## src/logic/uart_tx_cfg.svh

```systemverilog
/* uart tx engine widths and defaults */
`ifndef UART_TX_CFG_SVH
`define UART_TX_CFG_SVH

// ==========================================================
// register field widths
// ==========================================================

// clock divider field, cycles per oversampling tick
`define UART_TX_CLKDIV_W 12

// oversampling field, ticks per bit
`define UART_TX_OS_W 4

// widest data word the fifo can hold
`define UART_TX_DATA_W 10

// idle bits inserted between back to back frames
`define UART_TX_INTERVAL_W 4

// ==========================================================
// defaults
// ==========================================================

// data length used for any code outside 7..10
`define UART_TX_DEFAULT_DATA_BITS 8

`endif

```

## src/logic/uart_tx_cfg_pkg.sv

```systemverilog
/* uart tx configuration types */
`default_nettype none

`include "uart_tx_cfg.svh"

package uart_tx_cfg_pkg;

	// register map fields
	typedef logic [`UART_TX_CLKDIV_W-1:0] clkdiv_t;
	typedef logic [`UART_TX_OS_W-1:0] os_t;
	typedef logic [3:0] data_bits_t;
	typedef logic [1:0] stop_bits_t;
	typedef logic [`UART_TX_INTERVAL_W-1:0] interval_t;

	// parity bit source
	typedef enum logic [1:0]
	{
		PAR_EVEN = 2'd0,
		PAR_ODD  = 2'd1,
		PAR_ZERO = 2'd2,
		PAR_ONE  = 2'd3
	} parity_mode_t;

	// effective data length from the raw code
	// legal codes pass, everything else falls back
	function automatic data_bits_t eff_data_bits(input data_bits_t code);
		if ((code >= 4'd7) && (code <= 4'd10))
			return code;
		else
			return data_bits_t'(`UART_TX_DEFAULT_DATA_BITS);
	endfunction

endpackage

`default_nettype wire

```

## src/logic/uart_tx_fsm_pkg.sv

```systemverilog
/* uart tx frame state types */
`default_nettype none

`include "uart_tx_cfg.svh"

package uart_tx_fsm_pkg;

	// frame states, one-hot
	typedef enum logic [6:0]
	{
		TX_IDLE     = 7'b0000001,
		TX_START    = 7'b0000010,
		TX_DATA     = 7'b0000100,
		TX_PARITY   = 7'b0001000,
		TX_STOP     = 7'b0010000,
		TX_INTERVAL = 7'b0100000,
		TX_END      = 7'b1000000
	} tx_state_t;

	// index of the bit inside data, stop or interval run
	typedef logic [3:0] bit_idx_t;

	// captured data word, upper bits zero when shorter
	typedef logic [`UART_TX_DATA_W-1:0] tx_word_t;

endpackage

`default_nettype wire

```

## src/logic/uart_tx_baud.sv

```systemverilog
/* uart tx bit timing */
`default_nettype none

module uart_tx_baud
	import uart_tx_cfg_pkg::*;
(
	input wire pe_clk,
	input wire pe_rstn,
	input wire baud_run,
	input wire clkdiv_t clkdiv,
	input wire os_t oversampling,
	output logic bit_end
);

clkdiv_t div_cnt;
os_t os_cnt;
clkdiv_t div_last;
os_t os_last;
logic div_end;
logic os_end;

// zero in a field behaves like one
assign div_last = (clkdiv == '0) ? '0 : clkdiv - clkdiv_t'(1);
assign os_last = (oversampling == '0) ? '0 : oversampling - os_t'(1);

assign div_end = (div_cnt == div_last);
assign os_end = (os_cnt == os_last);

// last cycle of the last tick
assign bit_end = baud_run && div_end && os_end;

// ==========================================================
// divider and tick counters
// ==========================================================

always_ff @(posedge pe_clk or negedge pe_rstn)
begin
	if (!pe_rstn)
	begin
		div_cnt <= '0;
		os_cnt <= '0;
	end
	// parked at zero so the next bit starts aligned
	else if (!baud_run)
	begin
		div_cnt <= '0;
		os_cnt <= '0;
	end
	else if (div_end)
	begin
		div_cnt <= '0;
		// wrap with the bit
		os_cnt <= os_end ? '0 : os_cnt + os_t'(1);
	end
	else
		div_cnt <= div_cnt + clkdiv_t'(1);
end

endmodule

`default_nettype wire

```

## src/logic/uart_tx_ctrl.sv

```systemverilog
/* uart tx frame controller */
`default_nettype none

module uart_tx_ctrl
	import uart_tx_cfg_pkg::*, uart_tx_fsm_pkg::*;
(
	input wire pe_clk,
	input wire pe_rstn,
	input wire tx_enable,
	input wire tx_clr,
	input wire bit_end,
	input wire fifo_empty,
	input wire data_bits_t data_bits,
	input wire parity_en,
	input wire stop_bits_t stop_bits,
	input wire interval_t interval_bits,
	output logic baud_run,
	output logic fifo_re,
	output logic bit_start,
	output tx_state_t next_state,
	output bit_idx_t next_idx,
	output logic line_release,
	output logic tx_done
);

tx_state_t cur_state;
bit_idx_t bit_idx;
data_bits_t data_len;
bit_idx_t data_last_idx;
bit_idx_t stop_last_idx;
logic run_st;
logic run_nxt;
logic data_last;
logic stop_last;
logic intv_last;

// ==========================================================
// bit run limits
// ==========================================================

assign data_len = eff_data_bits(data_bits);
assign data_last_idx = data_len - 4'd1;

// stop code 0 means a single stop bit
assign stop_last_idx = (stop_bits == 2'd0) ? 4'd0 : {2'b00, stop_bits - 2'd1};

assign data_last = (bit_idx == data_last_idx);
assign stop_last = (bit_idx == stop_last_idx);
// only reached with a nonzero interval
assign intv_last = (bit_idx == interval_bits - 4'd1);

// states that occupy the line for a bit time
assign run_st = cur_state inside {TX_START, TX_DATA, TX_PARITY, TX_STOP, TX_INTERVAL};
assign run_nxt = next_state inside {TX_START, TX_DATA, TX_PARITY, TX_STOP, TX_INTERVAL};

// ==========================================================
// state register and transitions
// ==========================================================

always_ff @(posedge pe_clk or negedge pe_rstn)
begin
	if (!pe_rstn)
		cur_state <= TX_IDLE;
	else
		cur_state <= next_state;
end

always_comb
begin
	next_state = cur_state;
	// clear wins in every state
	if (tx_clr)
		next_state = TX_IDLE;
	else
	begin
		case (cur_state)
		TX_IDLE:
			if (tx_enable)
				next_state = TX_START;
		TX_START:
			if (bit_end)
				next_state = TX_DATA;
		TX_DATA:
			if (bit_end && data_last)
				next_state = parity_en ? TX_PARITY : TX_STOP;
		TX_PARITY:
			if (bit_end)
				next_state = TX_STOP;
		TX_STOP:
			if (bit_end && stop_last)
			begin
				// nothing left, release the line
				if (fifo_empty)
					next_state = TX_END;
				else if (interval_bits != '0)
					next_state = TX_INTERVAL;
				else
					next_state = TX_START;
			end
		TX_INTERVAL:
			if (bit_end && intv_last)
				next_state = fifo_empty ? TX_END : TX_START;
		TX_END:
			next_state = TX_IDLE;
		default:
			next_state = TX_IDLE;
		endcase
	end
end

// ==========================================================
// bit index, restarts on every state change
// ==========================================================

always_comb
begin
	next_idx = bit_idx;
	if (tx_clr || !run_st)
		next_idx = '0;
	else if (bit_end)
		next_idx = (next_state == cur_state) ? bit_idx + 4'd1 : '0;
end

always_ff @(posedge pe_clk or negedge pe_rstn)
begin
	if (!pe_rstn)
		bit_idx <= '0;
	else
		bit_idx <= next_idx;
end

// ==========================================================
// strobes to timing base and datapath
// ==========================================================

// counters stop in the same cycle as the clear
assign baud_run = run_st && !tx_clr;

// new bit on the line after the next edge
assign bit_start = run_nxt && ((cur_state == TX_IDLE) || bit_end);

assign line_release = bit_end && (next_state == TX_END);

// one read per frame, first cycle of the start bit
// end pulse as the state leaves TX_END
always_ff @(posedge pe_clk or negedge pe_rstn)
begin
	if (!pe_rstn)
	begin
		fifo_re <= 1'b0;
		tx_done <= 1'b0;
	end
	else
	begin
		fifo_re <= (next_state == TX_START) && (cur_state != TX_START);
		tx_done <= (cur_state == TX_END) && !tx_clr;
	end
end

endmodule

`default_nettype wire

```

## src/logic/uart_tx_serializer.sv

```systemverilog
/* uart tx data path and line drive */
`default_nettype none

`include "uart_tx_cfg.svh"

module uart_tx_serializer
	import uart_tx_cfg_pkg::*, uart_tx_fsm_pkg::*;
(
	input wire pe_clk,
	input wire pe_rstn,
	input wire fifo_re,
	input wire tx_word_t fifo_data,
	input wire data_bits_t data_bits,
	input wire parity_mode_t parity,
	input wire bit_start,
	input wire tx_state_t next_state,
	input wire bit_idx_t next_idx,
	input wire line_release,
	input wire tx_clr,
	output logic uart_tx,
	output logic uart_tx_oen
);

data_bits_t data_len;
tx_word_t word_trunc;
tx_word_t word_q;
tx_word_t word_src;
logic par_calc;
logic par_q;

// ==========================================================
// capture and parity
// ==========================================================

assign data_len = eff_data_bits(data_bits);

// zero the bits above the data length
always_comb
begin
	for (int i = 0; i < `UART_TX_DATA_W; i++)
		word_trunc[i] = fifo_data[i] && (i < int'(data_len));
end

always_comb
begin
	case (parity)
	PAR_EVEN:
		par_calc = ^word_trunc;
	PAR_ODD:
		par_calc = ~(^word_trunc);
	PAR_ZERO:
		par_calc = 1'b0;
	default:
		par_calc = 1'b1;
	endcase
end

always_ff @(posedge pe_clk)
begin
	if (fifo_re)
	begin
		word_q <= word_trunc;
		par_q <= par_calc;
	end
end

// one-cycle bits can ask for data 0 while the read is still on
assign word_src = fifo_re ? word_trunc : word_q;

// ==========================================================
// line drive, idle high with output disabled
// ==========================================================

always_ff @(posedge pe_clk or negedge pe_rstn)
begin
	if (!pe_rstn)
	begin
		uart_tx <= 1'b1;
		uart_tx_oen <= 1'b1;
	end
	else if (tx_clr || line_release)
	begin
		uart_tx <= 1'b1;
		uart_tx_oen <= 1'b1;
	end
	else if (bit_start)
	begin
		uart_tx_oen <= 1'b0;
		case (next_state)
		TX_START:
			uart_tx <= 1'b0;
		// lsb first
		TX_DATA:
			uart_tx <= word_src[next_idx];
		TX_PARITY:
			uart_tx <= par_q;
		// stop and interval
		default:
			uart_tx <= 1'b1;
		endcase
	end
end

endmodule

`default_nettype wire

```

## src/logic/uart_tx_pe.sv

```systemverilog
/* uart tx protocol engine */
`default_nettype none

module uart_tx_pe
	import uart_tx_cfg_pkg::*, uart_tx_fsm_pkg::*;
(
	input wire pe_clk,
	input wire pe_rstn,
	// configuration, held during a run
	input wire clkdiv_t clkdiv,
	input wire os_t oversampling,
	input wire data_bits_t data_bits,
	input wire parity_en,
	input wire parity_mode_t parity,
	input wire stop_bits_t stop_bits,
	input wire interval_t interval_bits,
	// control
	input wire tx_enable,
	input wire tx_clr,
	// fifo side
	input wire tx_word_t fifo_data,
	input wire fifo_empty,
	output logic fifo_re,
	// pin
	output logic uart_tx,
	output logic uart_tx_oen,
	output logic tx_done
);

logic baud_run;
logic bit_end;
logic bit_start;
logic line_release;
tx_state_t next_state;
bit_idx_t next_idx;

// ==========================================================
// timing base
// ==========================================================

uart_tx_baud u_baud
(
	.pe_clk       (pe_clk),
	.pe_rstn      (pe_rstn),
	.baud_run     (baud_run),
	.clkdiv       (clkdiv),
	.oversampling (oversampling),
	.bit_end      (bit_end)
);

// ==========================================================
// frame control
// ==========================================================

uart_tx_ctrl u_ctrl
(
	.pe_clk        (pe_clk),
	.pe_rstn       (pe_rstn),
	.tx_enable     (tx_enable),
	.tx_clr        (tx_clr),
	.bit_end       (bit_end),
	.fifo_empty    (fifo_empty),
	.data_bits     (data_bits),
	.parity_en     (parity_en),
	.stop_bits     (stop_bits),
	.interval_bits (interval_bits),
	.baud_run      (baud_run),
	.fifo_re       (fifo_re),
	.bit_start     (bit_start),
	.next_state    (next_state),
	.next_idx      (next_idx),
	.line_release  (line_release),
	.tx_done       (tx_done)
);

// ==========================================================
// data path and pin
// ==========================================================

uart_tx_serializer u_ser
(
	.pe_clk       (pe_clk),
	.pe_rstn      (pe_rstn),
	.fifo_re      (fifo_re),
	.fifo_data    (fifo_data),
	.data_bits    (data_bits),
	.parity       (parity),
	.bit_start    (bit_start),
	.next_state   (next_state),
	.next_idx     (next_idx),
	.line_release (line_release),
	.tx_clr       (tx_clr),
	.uart_tx      (uart_tx),
	.uart_tx_oen  (uart_tx_oen)
);

endmodule

`default_nettype wire

```

## config.mk

```make
export PLATFORM = sky130hd
export DESIGN_NAME = uart_tx_pe
export DESIGN_NICKNAME = d
export VERILOG_FILES = /design/src/logic/uart_tx_cfg_pkg.sv /design/src/logic/uart_tx_fsm_pkg.sv /design/src/logic/uart_tx_baud.sv /design/src/logic/uart_tx_ctrl.sv /design/src/logic/uart_tx_serializer.sv /design/src/logic/uart_tx_pe.sv
export VERILOG_INCLUDE_DIRS = /design/src /design/src/logic
export SDC_FILE = /design/constraint.sdc
export NUM_CORES = 1
export LEC_CHECK = 0
export BUFFER_PORTS_ARGS = -buffer_cell sky130_fd_sc_hd__buf_2
export CAP_MARGIN = 20
export CORE_MARGIN = 3
export CORE_UTILIZATION = 53
export CTS_CLUSTER_DIAMETER = 120
export DETAILED_ROUTE_END_ITERATION = 8
export GPL_ROUTABILITY_DRIVEN = 1
export GPL_TIMING_DRIVEN = 1
export HOLD_SLACK_MARGIN = 0.08
export PLACE_DENSITY_LB_ADDON = 0.05
export SYNTH_ARGS = -nofsm -noshare
export SYNTH_HDL_FRONTEND = slang
export SYNTH_HIERARCHICAL = 1
export SYNTH_SLANG_ARGS = --single-unit
```

## constraint.sdc

```tcl
create_clock -name pe_clk -period 4.3 [get_ports pe_clk]
set_input_delay 0.645 -clock pe_clk [delete_from_list [all_inputs] [get_ports pe_clk]]
set_output_delay 0.645 -clock pe_clk [all_outputs]
set_load 0.005 [all_outputs]
```

# After elaboration in Yosys (flattened, before gate mapping)
# Cells that the tools add are included.
# totals
register_bits,42
in_bits,44
out_inout_bits,4
wordCells,123
# op_classes
add_sub_neg,8
order_cmp,13
n_eq_ne,23
n_mux,33
bitwise_logic,1
reduce_logical,35
# op_table
op,count
$mux 7,9
$pmux 7 s6,1
$mux 12,3
$mux 4,8
$logic_and 1x1->1,21
$eq 4x4->1,4
$lt 3x4->1 const A,4
$eq 7x2->1 const B,2
$eq 7x3->1 const B,2
$eq 7x4->1 const B,2
$eq 7x5->1 const B,2
$eq 7x6->1 const B,2
$eq 7x7->1 const B,2
$add 12x1->12 const B,1
$eq 12x12->1,1
$logic_not 12->1,1
$sub 12x1->12 const B,1
$sub 4x1->4 const B,3
$mux 10,1
$reduce_bool 5->1,2
$reduce_xor 10->1,1
$add 4x1->4 const B,2
$lt 1x4->1 const A,2
$lt 2x4->1 const A,2
other kinds (24),34

# Logic depth before layout (Yosys ltp)
# Gate-level depths: netlist of run 1.
# logic_depth
ltp_word,18
depth_mapped,21

# Cells and area by module
# Netlist of run 1, hierarchy kept.
# by_module_without_submodules
mod,instances,cells_each,area_each_um2,seq_area_each_um2
uart_tx_baud,1,184,1512.7,400.4
uart_tx_ctrl,1,176,1435.1,326.6
uart_tx_serializer,1,74,780.7,282.8

# Worst setup path after synthesis of run 1
# OpenSTA, ideal clock, no wires.
# synth_path
path_type,input to register
from,input clkdiv[0]
to,register u_ser.uart_tx
setup_ns,0.105
arrival_ns,5.273
required_ns,4.195
setup_slack_ns,-1.078
path_stages,20
path_buffers,0
path_cell_list,inv_1 -> ha_1 -> or3b_2 -> o21a_1 -> or3_1 -> a211o_1 -> nor3_1 -> nand3_1 -> nor2_1 -> nand2b_1 -> a211oi_1 -> nand4_1 -> a21oi_1 -> nor2b_1 -> a2111oi_4 -> nand4_1 -> a21boi_1 -> inv_1 -> o311a_1 -> o41ai_1
# synth_via
elab_chain_cells,18
# synth_rtl
item,line,rtl
"start, declared",uart_tx_pe.sv:10,"input wire clkdiv_t clkdiv,"
$sub 12x1->12 / $logic_not 12->1 (equally long branches),uart_tx_baud.sv:23,assign div_last = (clkdiv == '0) ? '0 : clkdiv - clkdiv_t'(1);
$mux 12 *,uart_tx_baud.sv:23,
$eq 12x12->1 *,uart_tx_baud.sv:26,assign div_end = (div_cnt == div_last);
$logic_and 1x1->1 * (2 in a row),uart_tx_baud.sv:30,assign bit_end = baud_run && div_end && os_end;
net bit_end,uart_tx_pe.sv:31,logic bit_end;
$logic_and 1x1->1 (on tied branches),"uart_tx_ctrl.sv:101, uart_tx_ctrl.sv:84, uart_tx_ctrl.sv:90",
$mux 7 (on tied branches),"uart_tx_ctrl.sv:101, uart_tx_ctrl.sv:84, uart_tx_ctrl.sv:90",
$pmux 7 s6 *,uart_tx_ctrl.sv:76,case (cur_state)
(+1 left out),--,
net next_state[5],uart_tx_pe.sv:34,tx_state_t next_state;
(+2 left out),--,
$mux 4 *,uart_tx_ctrl.sv:120,else if (bit_end)
$mux 4 *,uart_tx_ctrl.sv:118,if (tx_clr || !run_st)
net next_idx[0],uart_tx_pe.sv:35,bit_idx_t next_idx;
$bmux 1 s4 *,uart_tx_serializer.sv:94,uart_tx <= word_src[next_idx];
$mux 1 (not written as such) *,uart_tx_serializer.sv:94,
$pmux 1 s3 *,uart_tx_serializer.sv:89,case (next_state)
$mux 1 *,uart_tx_serializer.sv:86,else if (bit_start)
$mux 1 *,uart_tx_serializer.sv:81,else if (tx_clr || line_release)
"end signal, assigned",uart_tx_serializer.sv:94,
"end signal, assigned",uart_tx_serializer.sv:96,uart_tx <= par_q;
"end, declared",uart_tx_serializer.sv:20,"output logic uart_tx,"
# The timed path passes the listed nets; every way through them passes the cells marked *. The select of a mux whose other input is x is not followed.
# A chain may end at the register's enable or synchronous reset.

# Final worst setup path of run 1
# Ends and elaborated chain as after synthesis.

==> results of run 1 <==
[power by group]
group / switching [mW] / leakage (nW) / internal, mW / total [mW]
clock network: 0.138 / 0.0452 / 0.115 / 0.253
logic: 0.151 / 1.48 / 0.160 / 0.310
registers: 0.0232 / 0.515 / 0.441 / 0.464
total: 0.312 / 2.04 / 0.715 / 1.03
[state kept, by name, indices dropped and copies added (netlist names)]
name,count
u_ser/uart_tx_oen,1
u_ctrl/tx_done,1
u_ctrl/cur_state,7
u_ser/par_q,1
u_ctrl/bit_idx,4
u_baud/div_cnt,12
u_ser/uart_tx,1
u_ctrl/fifo_re,1
u_baud/os_cnt,4
u_ser/word_q,10
[per-layer routing]
layer | GRT usage (%) | part of all wire [%] | vias to the layer above
li1 | - | - | 1855
met1 | 29.4 | 42 | 1842
met2 | 43.0 | 52 | 93
met3 | 3.01 | 3.6 | 25
met4 | 10.3 | 2.5 | 0
met5 | 0 | 0 | -
[worst max-delay path, stage by stage]
cell and delay, ns:
buf_4 0.12, or3_4 0.43, buf_6 0.15, buf_4 0.13, o21ai_1 0.19, o21ai_1 0.13
xor2_1 0.23, nor4b_4 0.40, nand3_2 0.16, nor2_4 0.19, nand2b_1 0.11, a211oi_2 0.23
buf_4 0.16, buf_4 0.10, a31o_2 0.14, o221a_4 0.17, and2b_1 0.15, a21oi_2 0.06
nand4_1 0.14, a21boi_2 0.09, buf_4 0.14, inv_1 0.06, nor2_1 0.05, o311a_1 0.35
o41ai_2 0.37
[cell type report]
class                   count  area, um2  area share [%]
well taps                  93        116            2.39
clock inverters             2       13.8           0.283
repair buffers            122        815            16.7
flip-flops and latches     42       1010            20.7
multi-input cells         354       2770            56.8
inverters                  20       75.1            1.54
clock buffers               6       72.6            1.49
[cell usage in the layout, fill, tap and decap left out, types with 8 or more instances in the layout]
master / n
and3_1: 11
o21ai_0: 14
mux2_2: 10
a21oi_1: 16
buf_4: 74
nor2_1: 40
buf_2: 45
nand3_1: 14
nand4_1: 12
xor2_1: 17
nor3_1: 8
xnor2_1: 22
nand2b_1: 9
dfxtp_1: 10
nand2_1: 23
dfrtp_1: 28
inv_1: 18
[stage by stage]
stage	cells	power [mW]	hold WS (ns)	cell area, um2	TNS [ns]
floorplan	434	0.656	0.349	3790	-0.404
global placement	611	0.749	0.456	4450	-1.79
detailed placement	611	0.759	0.468	4450	-2.15
CTS	634	1.03	0.416	4750	-0.540
global route	639	1.09	0.440	4870	-1.39
finish	639	1.03	0.401	4870	-0.831
[kinds of logic (layout without fill, tap and decap cells)]
kind of cell               count (synthesis)  in the layout  synth area share, %
xor gates and xnor gates                  40             40                 9.76
AOI/OAI and AO/OA                         94             94                 19.5
adders and majority gates                  7              7                 2.35
and+or+nand+nor                          193            194                 30.3
buffers and inverters                     39            150                 5.03
muxes                                     19             19                 6.01
DFF                                       42             42                 27.1
[path summary, 6_finish.rpt]
kind                                                    start                             to  cells after the start
worst min register to register  u_ser/uart_tx_oen$_DFFE_PN1P_  u_ser/uart_tx_oen$_DFFE_PN1P_                      2
min in group pe_clk             u_ser/uart_tx_oen$_DFFE_PN1P_  u_ser/uart_tx_oen$_DFFE_PN1P_                      2
worst max-delay path                                clkdiv[0]      u_ser/uart_tx$_DFFE_PN1P_                     25
worst max register to register    u_baud/div_cnt[0]$_DFF_PN0_      u_ser/uart_tx$_DFFE_PN1P_                     21
max in group asynchronous                             pe_rstn    u_baud/div_cnt[4]$_DFF_PN0_                      1
worst min-delay path                                  pe_rstn       u_ctrl/tx_done$_DFF_PN0_                      1
[timing repair]
item / 4_1_cts / 5_1_grt
setup buffers: 14 / 7
gates resized for setup: 19 / 18
pin swaps: 9 / 11
gates cloned: 1 / 0
hold buffers: 0 / 0
setup endpoints to repair: 3 / 5
==> qor.yml, run 1 <==
synth_area_leader_cell: "dfrtp_1"
grt_pass1_vias: 3725
max_cap_violations: 0
p_per_area_nw_per_um2: 211
synthArstFlopShare_pct: 73.8
synth_most_common_cell: "nor2_1"
place_hpwl_mm: 7.52
worstPathArrival_ns: 5.07
fp.dieW_um: 89.9
min_path_type: "input port to asynchronous set/reset pin"
grt_overflow: 0
die-area_um2: 8080
setup_violations: 2
relSlewSlack_pct: 49.8
routedWlPerCell_um: 16.1
yosysSeqAreaShare_pct: 27.1
numCtsBuffers: 5
drv_slew: 0
syn_area_per_cell_um2: 8.59
pre_cts_ws_ns: -0.917
postSynthCellCount: 434
ys_seq_elements: 42
fin_util_pct: 74.1
synth_edf_count: 1
routed_wl_mm: 10.3
ctsRootBufferMaster: "clkbuf_8"
fillers: 509
ant_nets: 0
worstMarginPinSlew_ns: 0.749
period_minus_slack_ns: 4.88
port_buffers: 47
crit_required_ns: 4.49
syn_area_um2: 3730
vias: 3815
drcViolationCount: 0
grt_pass1_wl_mm: 16.6
cts.clk_slew.worst_paths_ns: 0.08
violations: "negative setup slack"
hold_violations: 0
synth_top_area_share_pct: 18.8
yosysUniqueCellTypes: 76
path_max_fanout: 6
grt_max_degree: 32
clock_latency_ns: 0.29
viasPerCell: 5.97
yosys_warnings: 6
worst_slack_ns: -0.584
regToRegSetupSlack_ns: 0.03
finClkSkew_ns: 0.00832
fmax_mhz: 205
htree_num_levels: 2
synth_area_leaders: "dfrtp_1, dfxtp_1, xnor2_1"
syn_nets: 485
rsz0062_at_grt: "yes"
status: "complete, but fails checks"
antennaDiodeCount: 0
core_area_um2: 6570
cts_buffer_depth: 2
synth.top_cells.by_count: "nor2_1, dfrtp_1, nand2_1, xnor2_1, inv_1"
ioPinCount: 48
syn_to_final_growth_pct: 30.6
leakage_nw: 2.04
layout.nets: 596
grt_usage_pct: 24.2
initial_core_util_pct: 56.8
worstSetupStartpointType: "input port"
antenna_found_initial: 0
fin_crit_sh_pct: 114
drive_gt1_share_pct: 36.8
first_pass_iters: 4
end_kind: "flop"
synth-main-ff-cell: "dfrtp_1"
place.gp.congestion: 0.919
cts_tree: "built"
critPathKind: "input port to flop"
die_h_um: 89.9
cts_sinks: 42
num_rows: 29
drt_first_iter_violations: 178
ir_worst_vdd_mv: 0.190
(Power assumes the default switching activity.)
==> inputs of run 2 (changes only) <==
--- a/config.mk
+++ b/config.mk
@@ -6,15 +6,16 @@
 export SDC_FILE = /design/constraint.sdc
 export NUM_CORES = 1
 export LEC_CHECK = 0
-export BUFFER_PORTS_ARGS = -buffer_cell sky130_fd_sc_hd__buf_2
+export BUFFER_PORTS_ARGS = -buffer_cell sky130_fd_sc_hd__clkbuf_2
 export CAP_MARGIN = 20
+export CELL_PAD_IN_SITES_DETAIL_PLACEMENT = 0
+export CELL_PAD_IN_SITES_GLOBAL_PLACEMENT = 1
 export CORE_MARGIN = 3
-export CORE_UTILIZATION = 53
+export CORE_UTILIZATION = 40
 export CTS_CLUSTER_DIAMETER = 120
 export DETAILED_ROUTE_END_ITERATION = 8
 export GPL_ROUTABILITY_DRIVEN = 1
 export GPL_TIMING_DRIVEN = 1
-export HOLD_SLACK_MARGIN = 0.08
 export PLACE_DENSITY_LB_ADDON = 0.05
 export SYNTH_ARGS = -nofsm -noshare
 export SYNTH_HDL_FRONTEND = slang
==> run 2 against run 1 <==
Net effect:
- the flow still finishes with violations (negative setup slack)
- first-iteration DRC count down 37%
- final cell count up 5.9%
- power up 7.6%
- final area up 4.2%
- combinational power up 3%
- hold slack better by 0.012 ns
- sequential share of layout area down 0.84 points
- critical endpoint unchanged
- largest power group unchanged
==> qor.yml, run 2 (same netlist as run 1, synthesis figures left out) <==
antennaDiodeCount: 0  # unchanged
hold_violations: 0  # unchanged
reg2reg_to: "u_ser/uart_tx$_DFFE_PN1P_"
ioPinCount: 48  # unchanged
layout.nets: 619  # +3.9%
slowest_stage: "or4_4"
ctsRootBufferMaster: "clkbuf_8"
setup_violations: 2  # unchanged
cts.hold.buffers_added: 0  # unchanged
fin_crit_sh_pct: 111  # -3.0 points
relSlewSlack_pct: 47.9  # -1.9 points
intPower_mw: 0.786  # +9.9%
first_pass_iters: 4  # unchanged
p_sw_mw: 0.320  # +2.5%
worst_slack_ns: -0.456  # +0.128 ns
critPathKind: "input port to flop"
worstPathArrival_ns: 4.96  # -0.11 ns
port_buffers: 47  # unchanged
ant_nets: 0  # unchanged
drt_first_iter_violations: 112  # -37%
fp.dieW_um: 103  # +14%
cts.clk_slew.worst_paths_ns: 0.08  # about the same
power_mw: 1.11  # +7.6%
drv_slew: 0  # unchanged
top_regs: "u_baud/div_cnt x12, u_ser/word_q x10, u_ctrl/cur_state x7"
setup-tns-final_ns: -0.715  # +0.116 ns
fin_cells: 677  # +5.9%
p_per_area_nw_per_um2: 218  # +3.3%
r2r-start: "u_ctrl/cur_state[2]$_DFF_PN0_"
seqPwrFrac_pct: 41.9  # -3.3 points
place_inst: 640  # +4.7%
cts_buffer_depth: 2  # unchanged
die_h_um: 103  # +14%
leakage_nw: 2.16  # +6.0%
clkPwrFrac_pct: 29.4  # +4.8 points
grt_max_degree: 32  # unchanged
slowest_delay_ns: 0.59  # +0.16 ns
grt_pass1_vias: 3695  # -0.81%
core_area_um2: 8890  # +35%
period_minus_slack_ns: 4.76  # -0.128 ns
vias: 3815  # unchanged
worstMarginPinSlew_ns: 0.781  # +0.0322 ns
multiInputGateArea_um2: 2730  # -1.2%
cts_sinks: 42  # unchanged
grt_overflow: 0  # unchanged
end_kind: "flop"
largest_reg_flops: 12  # unchanged
htree_num_levels: 2  # unchanged
die-area_um2: 10500  # +30%
layout_common_cells: "buf_4, clkbuf_2, nor2_1"
crit_chain: "buf_8 -> or4_4 -> a311o_1 -> o21ai_2 -> xor2_2 -> nor4b_4 -> nand3_2 -> nor2_4 -> nand2b_4 -> a211oi_2 -> buf_4 -> buf_4 -> buf_4 -> and3_1 -> o211ai_1 -> o31ai_1 -> a2111oi_4 -> nand4_1 -> a21boi_2 -> inv_1 -> o311a_1 -> o41ai_2"
initial_core_util_pct: 41.9  # -15 points
clock_latency_ns: 0.30  # about the same
fmax_mhz: 210  # +2.7%
numCtsBuffers: 5  # unchanged
viasPerCell: 5.64  # -5.6%
r2r_cells: 19  # -9.5%
post_dp_cell_area_um2: 4570  # +2.8%
grt_pass1_wl_mm: 17.4  # +4.6%
path_max_fanout: 8  # +2
routedWlPerCell_um: 15.4  # -4.3%
p_sw_share_pct: 28.9  # -1.5 points
top_register: "u_baud/div_cnt"
num_rows: 34  # +17%
final_common_cell: "buf_4"
syn_to_final_growth_pct: 36.1
fin_util_pct: 57.1  # -17 points
grt_usage_pct: 20.5  # -3.8 points
routed_wl_mm: 10.5  # +1.4%
status: "complete, but fails checks"
max_cap_violations: 0  # unchanged
finClkSkew_ns: 0.00525  # -0.00307 ns
fillers: 866  # +70%
rsz0062_at_grt: "yes"
antenna_found_initial: 0  # unchanged
regToRegSetupSlack_ns: 0.18  # +0.15 ns
violations: "negative setup slack"
place.gp.congestion: 0.890  # -3.1%
ir_worst_vdd_mv: 0.184  # -3.5%
p_comb_share_pct: 28.8  # -1.4 points
drcViolationCount: 0  # unchanged
cts_tree: "built"
place_hpwl_mm: 7.88  # +4.9%
min_path_type: "input port to asynchronous set/reset pin"
seqCellArea_um2: 1010  # unchanged
worstSetupStartpointType: "input port"
worst_path_most_repeated_cell: "buf_4"
crit_required_ns: 4.51  # +0.02 ns
fin_area_um2: 5070  # +4.2%
drive_gt1_share_pct: 39.7  # +2.9 points
[run 2: cell count changes in the layout (fill, tap and decap cells not counted), moves of 2 or more]
cell / previous run / this run
clkbuf_2: 0 / 46
buf_2: 45 / 0
or4_1: 3 / 5
o21ai_1: 3 / 1
or4_4: 6 / 3
buf_4: 74 / 95
[run 2: worst max-delay path by stage]
stage / from / endpoint / slack (ns) / cells past startpoint
finish: clkdiv[6] / u_ser/uart_tx$_DFFE_PN1P_ / -0.46 / 22
global route: clkdiv[0] / u_ser/uart_tx$_DFFE_PN1P_ / -0.63 / 27
CTS: clkdiv[0] / u_ser/uart_tx$_DFFE_PN1P_ / -0.51 / 23
detailed placement: clkdiv[0] / u_ser/uart_tx$_DFFE_PN1P_ / -0.85 / 21
global placement: clkdiv[3] / u_ser/uart_tx$_DFFE_PN1P_ / -0.80 / 19
floorplan: clkdiv[4] / u_ser/uart_tx$_DFFE_PN1P_ / -0.40 / 20
[run 2: area by class of cell]
cell class / instances / share of cell area [%]
flip-flops and latches: 42 / 19.9
multi-input cells: 353 / 53.9
clock inverters: 3 / 0.962
repair buffers: 146 / 19.8
clock buffers: 5 / 1.36
well taps: 108 / 2.66
inverters: 20 / 1.48
[run 2: worst max-delay path, delay by kind of cell]
kind / cells / cell delay [ns]
AND/OR/NAND/NOR: 7 / 1.28
AO/OA/AOI/OAI: 9 / 2.20
XOR/XNOR: 1 / 0.24
buffers and inverters: 5 / 0.59
[run 2: metal layers]
metal / share of wire [%] / vias to the layer above / track usage [%]
met4: 1.2 / 0 / 5.55
met1: 46 / 1835 / 26.7
met3: 3.1 / 12 / 2.71
met5: 0 / - / 0
met2: 50 / 66 / 35.5
li1: - / 1902 / -
[run 2: power groups by stage]
| stage | sequential, mW | clock (mW) | combinational (mW) |
|---|---|---|---|
| after floorplan | 0.459 | 0 | 0.197 |
| after global placement | 0.469 | 0 | 0.297 |
| after detailed placement | 0.471 | 0 | 0.302 |
| after CTS | 0.463 | 0.339 | 0.311 |
| after global routing | 0.468 | 0.360 | 0.351 |
| final | 0.463 | 0.325 | 0.318 |
[run 2: what timing repair did]
action	4_1_cts	5_1_grt
resized for setup	12	25
cloned	0	0
endpoints found under the hold margin	0	0
setup endpoints to repair	2	6
pin swaps	19	32
buffers inserted	24	6
[run 2: through the flow]
step                hold WS (ns)  worst slack (ns)
floorplan                  0.349            -0.404
global placement           0.456            -0.798
detailed placement         0.463            -0.852
CTS                        0.432            -0.513
global route               0.464            -0.633
finish                     0.412            -0.456
==> inputs of run 3 (changes only) <==
--- a/config.mk
+++ b/config.mk
@@ -10,7 +10,6 @@
 export CAP_MARGIN = 20
 export CELL_PAD_IN_SITES_DETAIL_PLACEMENT = 0
 export CELL_PAD_IN_SITES_GLOBAL_PLACEMENT = 1
-export CORE_MARGIN = 3
 export CORE_UTILIZATION = 40
 export CTS_CLUSTER_DIAMETER = 120
 export DETAILED_ROUTE_END_ITERATION = 8
==> run 3 against run 2 <==
Net effect:
- the flow still finishes with violations (negative setup slack)
- final area shrank 0.69%
- global-route usage about the same
- routed wire length shrank 4.5%
- clock skew rose by 0.0075 ns
==> qor.yml, run 3 (same netlist as run 1, synthesis figures left out) <==
setup_violations: 1  # -1
clock_latency_ns: 0.29  # about the same
viasPerCell: 5.68  # +0.86%
grt_pass1_wl_mm: 16.3  # -6.3%
violations: "negative setup slack"
htree_num_levels: 2  # unchanged
initial_core_util_pct: 41.9  # unchanged
drcViolationCount: 0  # unchanged
p_per_area_nw_per_um2: 217  # -0.55%
worstSetupStartpointType: "input port"
fmax_mhz: 211  # +0.29%
layout.nets: 600  # -3.1%
slowest_delay_ns: 0.61  # +0.02 ns
worstPathArrival_ns: 4.93  # -0.03 ns
critPathKind: "input port to flop"
place_hpwl_mm: 7.65  # -2.9%
path_max_fanout: 8  # unchanged
relSlewSlack_pct: 47.4  # -0.57 points
slowest_stage: "or4_4"
grt_max_degree: 32  # unchanged
period_minus_slack_ns: 4.74  # -0.0135 ns
r2r_cells: 19  # unchanged
port_buffers: 47  # unchanged
routed_wl_mm: 9.98  # -4.5%
min_path_type: "input port to asynchronous set/reset pin"
status: "complete, but fails checks"
layout_common_cells: "buf_4, clkbuf_2, nor2_1"
end_kind: "flop"
rsz0062_at_grt: "yes"
max_cap_violations: 0  # unchanged
crit_required_ns: 4.48  # -0.03 ns
setup-tns-final_ns: -0.442  # +0.273 ns
vias: 3740  # -2.0%
drt_first_iter_violations: 111  # -0.89%
core_area_um2: 8890  # unchanged
fin_util_pct: 56.7  # -0.39 points
grt_usage_pct: 20.5  # about the same
numCtsBuffers: 5  # unchanged
top_register: "u_baud/div_cnt"
num_rows: 34  # unchanged
drv_slew: 0  # unchanged
grt_overflow: 0  # unchanged
antenna_found_initial: 0  # unchanged
ir_worst_vdd_mv: 0.165  # -10%
fin_crit_sh_pct: 110  # -0.31 points
power_mw: 1.09  # -1.2%
antennaDiodeCount: 0  # unchanged
ctsRootBufferMaster: "clkbuf_8"
crit_chain: "buf_6 -> or4_4 -> buf_4 -> o21ai_0 -> o21ai_2 -> xor2_2 -> nor4b_4 -> nand3_2 -> nor2_4 -> or3b_4 -> a211oi_2 -> a31o_2 -> o221a_4 -> and2b_1 -> a21oi_2 -> nand4_1 -> a21boi_2 -> buf_4 -> mux2i_1 -> o21ai_1 -> a21oi_2 -> o41ai_2"
finClkSkew_ns: 0.0127  # +0.00747 ns
die_h_um: 98.5  # -3.9%
routedWlPerCell_um: 15.2  # -1.8%
worstMarginPinSlew_ns: 0.790  # +0.00858 ns
fp.dieW_um: 98.5  # -3.9%
ioPinCount: 48  # unchanged
cts.clk_slew.worst_paths_ns: 0.09  # about the same
grt_pass1_vias: 3488  # -5.6%
drive_gt1_share_pct: 38.7  # -0.99 points
leakage_nw: 2.08  # -3.4%
first_pass_iters: 6  # +2
ant_nets: 0  # unchanged
hold_violations: 0  # unchanged
fillers: 837  # -3.3%
die-area_um2: 9710  # -7.6%
multiInputGateArea_um2: 2840  # +3.9%
top_regs: "u_baud/div_cnt x12, u_ser/word_q x10, u_ctrl/cur_state x7"
syn_to_final_growth_pct: 35.2
final_common_cell: "buf_4"
cts_buffer_depth: 2  # unchanged
worst_slack_ns: -0.442  # +0.0135 ns
cts_sinks: 42  # unchanged
largest_reg_flops: 12  # unchanged
place.gp.congestion: 0.813  # -8.7%
seqCellArea_um2: 1010  # unchanged
cts_tree: "built"
[run 3: changes by cell type in the layout (fill, tap and decap cells not counted), moves of 2 or more]
cell,before,now
nand3_4,0,2
or4_1,5,3
or4_4,3,5
nor2_1,39,41
nor2_2,2,0
buf_4,95,77
[run 3: layout make-up]
cell class | instances | share of cell area, %
Clock buffer | 6 | 1.44
Clock inverter | 2 | 0.745
Inverter | 20 | 1.49
Multi-Input combinational cell | 353 | 56.4
Sequential cell | 42 | 20.0
Tap cell | 108 | 2.68
Timing Repair Buffer | 127 | 17.2
[run 3: what timing repair did]
action                     in CTS  in global routing
setup endpoints to repair       2                  6
resized for setup              14                 35
cloned                          0                  0
pin swaps                      14                 25
buffers inserted                8                 10
hold buffers                    0                  0
hold endpoints to repair        0                  0
[run 3: path summary, 6_finish.rpt]
| kind | from | to | slack [ns] |
|---|---|---|---|
| worst max-delay path | clkdiv[3] | u_ser/uart_tx$_DFFE_PN1P_ | -0.44 |
| worst min-delay path | pe_rstn | u_baud/os_cnt[3]$_DFFE_PN0P_ | 0.41 |
| worst max register to register | u_baud/div_cnt[0]$_DFF_PN0_ | u_ser/uart_tx$_DFFE_PN1P_ | 0.22 |
| worst min register to register | u_ser/word_q[7]$_DFF_P_ | u_ser/word_q[7]$_DFF_P_ | 0.48 |
| max in group asynchronous | pe_rstn | u_ctrl/bit_idx[0]$_DFF_PN0_ | 3.37 |
| min in group pe_clk | u_ser/word_q[7]$_DFF_P_ | u_ser/word_q[7]$_DFF_P_ | 0.48 |
[run 3: critical path: cells and delay by family]
family | cells | cell delay [ns]
compound gates | 10 | 1.86
mux | 1 | 0.07
buf+inv | 3 | 0.43
simple gates | 7 | 1.72
xor+xnor | 1 | 0.21
[run 3: metrics by stage]
stage	worst slack, ns	hold WS [ns]	area [um2]	std cells
floorplan	-0.404	0.349	3790	434
global placement	-0.812	0.455	4540	636
detailed placement	-0.847	0.462	4540	636
CTS	-0.548	0.445	4780	652
global route	-0.659	0.480	5040	658
finish	-0.442	0.413	5040	658
[run 3: layer usage]
layer  up-vias  wire length [um]  part of all wire (%)  global-route usage, %
li1       1861                 -                     -                      -
met1      1787              4580                    46                   26.5
met2        77              4870                    49                   36.5
met3        15               327                   3.3                   2.20
met4         0               196                   2.0                   5.17
met5         -                 0                     0                      0
[run 3: power breakdown]
| group | internal, mW | switching, mW |
|---|---|---|
| clock network | 0.173 | 0.136 |
| registers | 0.441 | 0.0210 |
| logic | 0.168 | 0.154 |
| total | 0.782 | 0.311 |
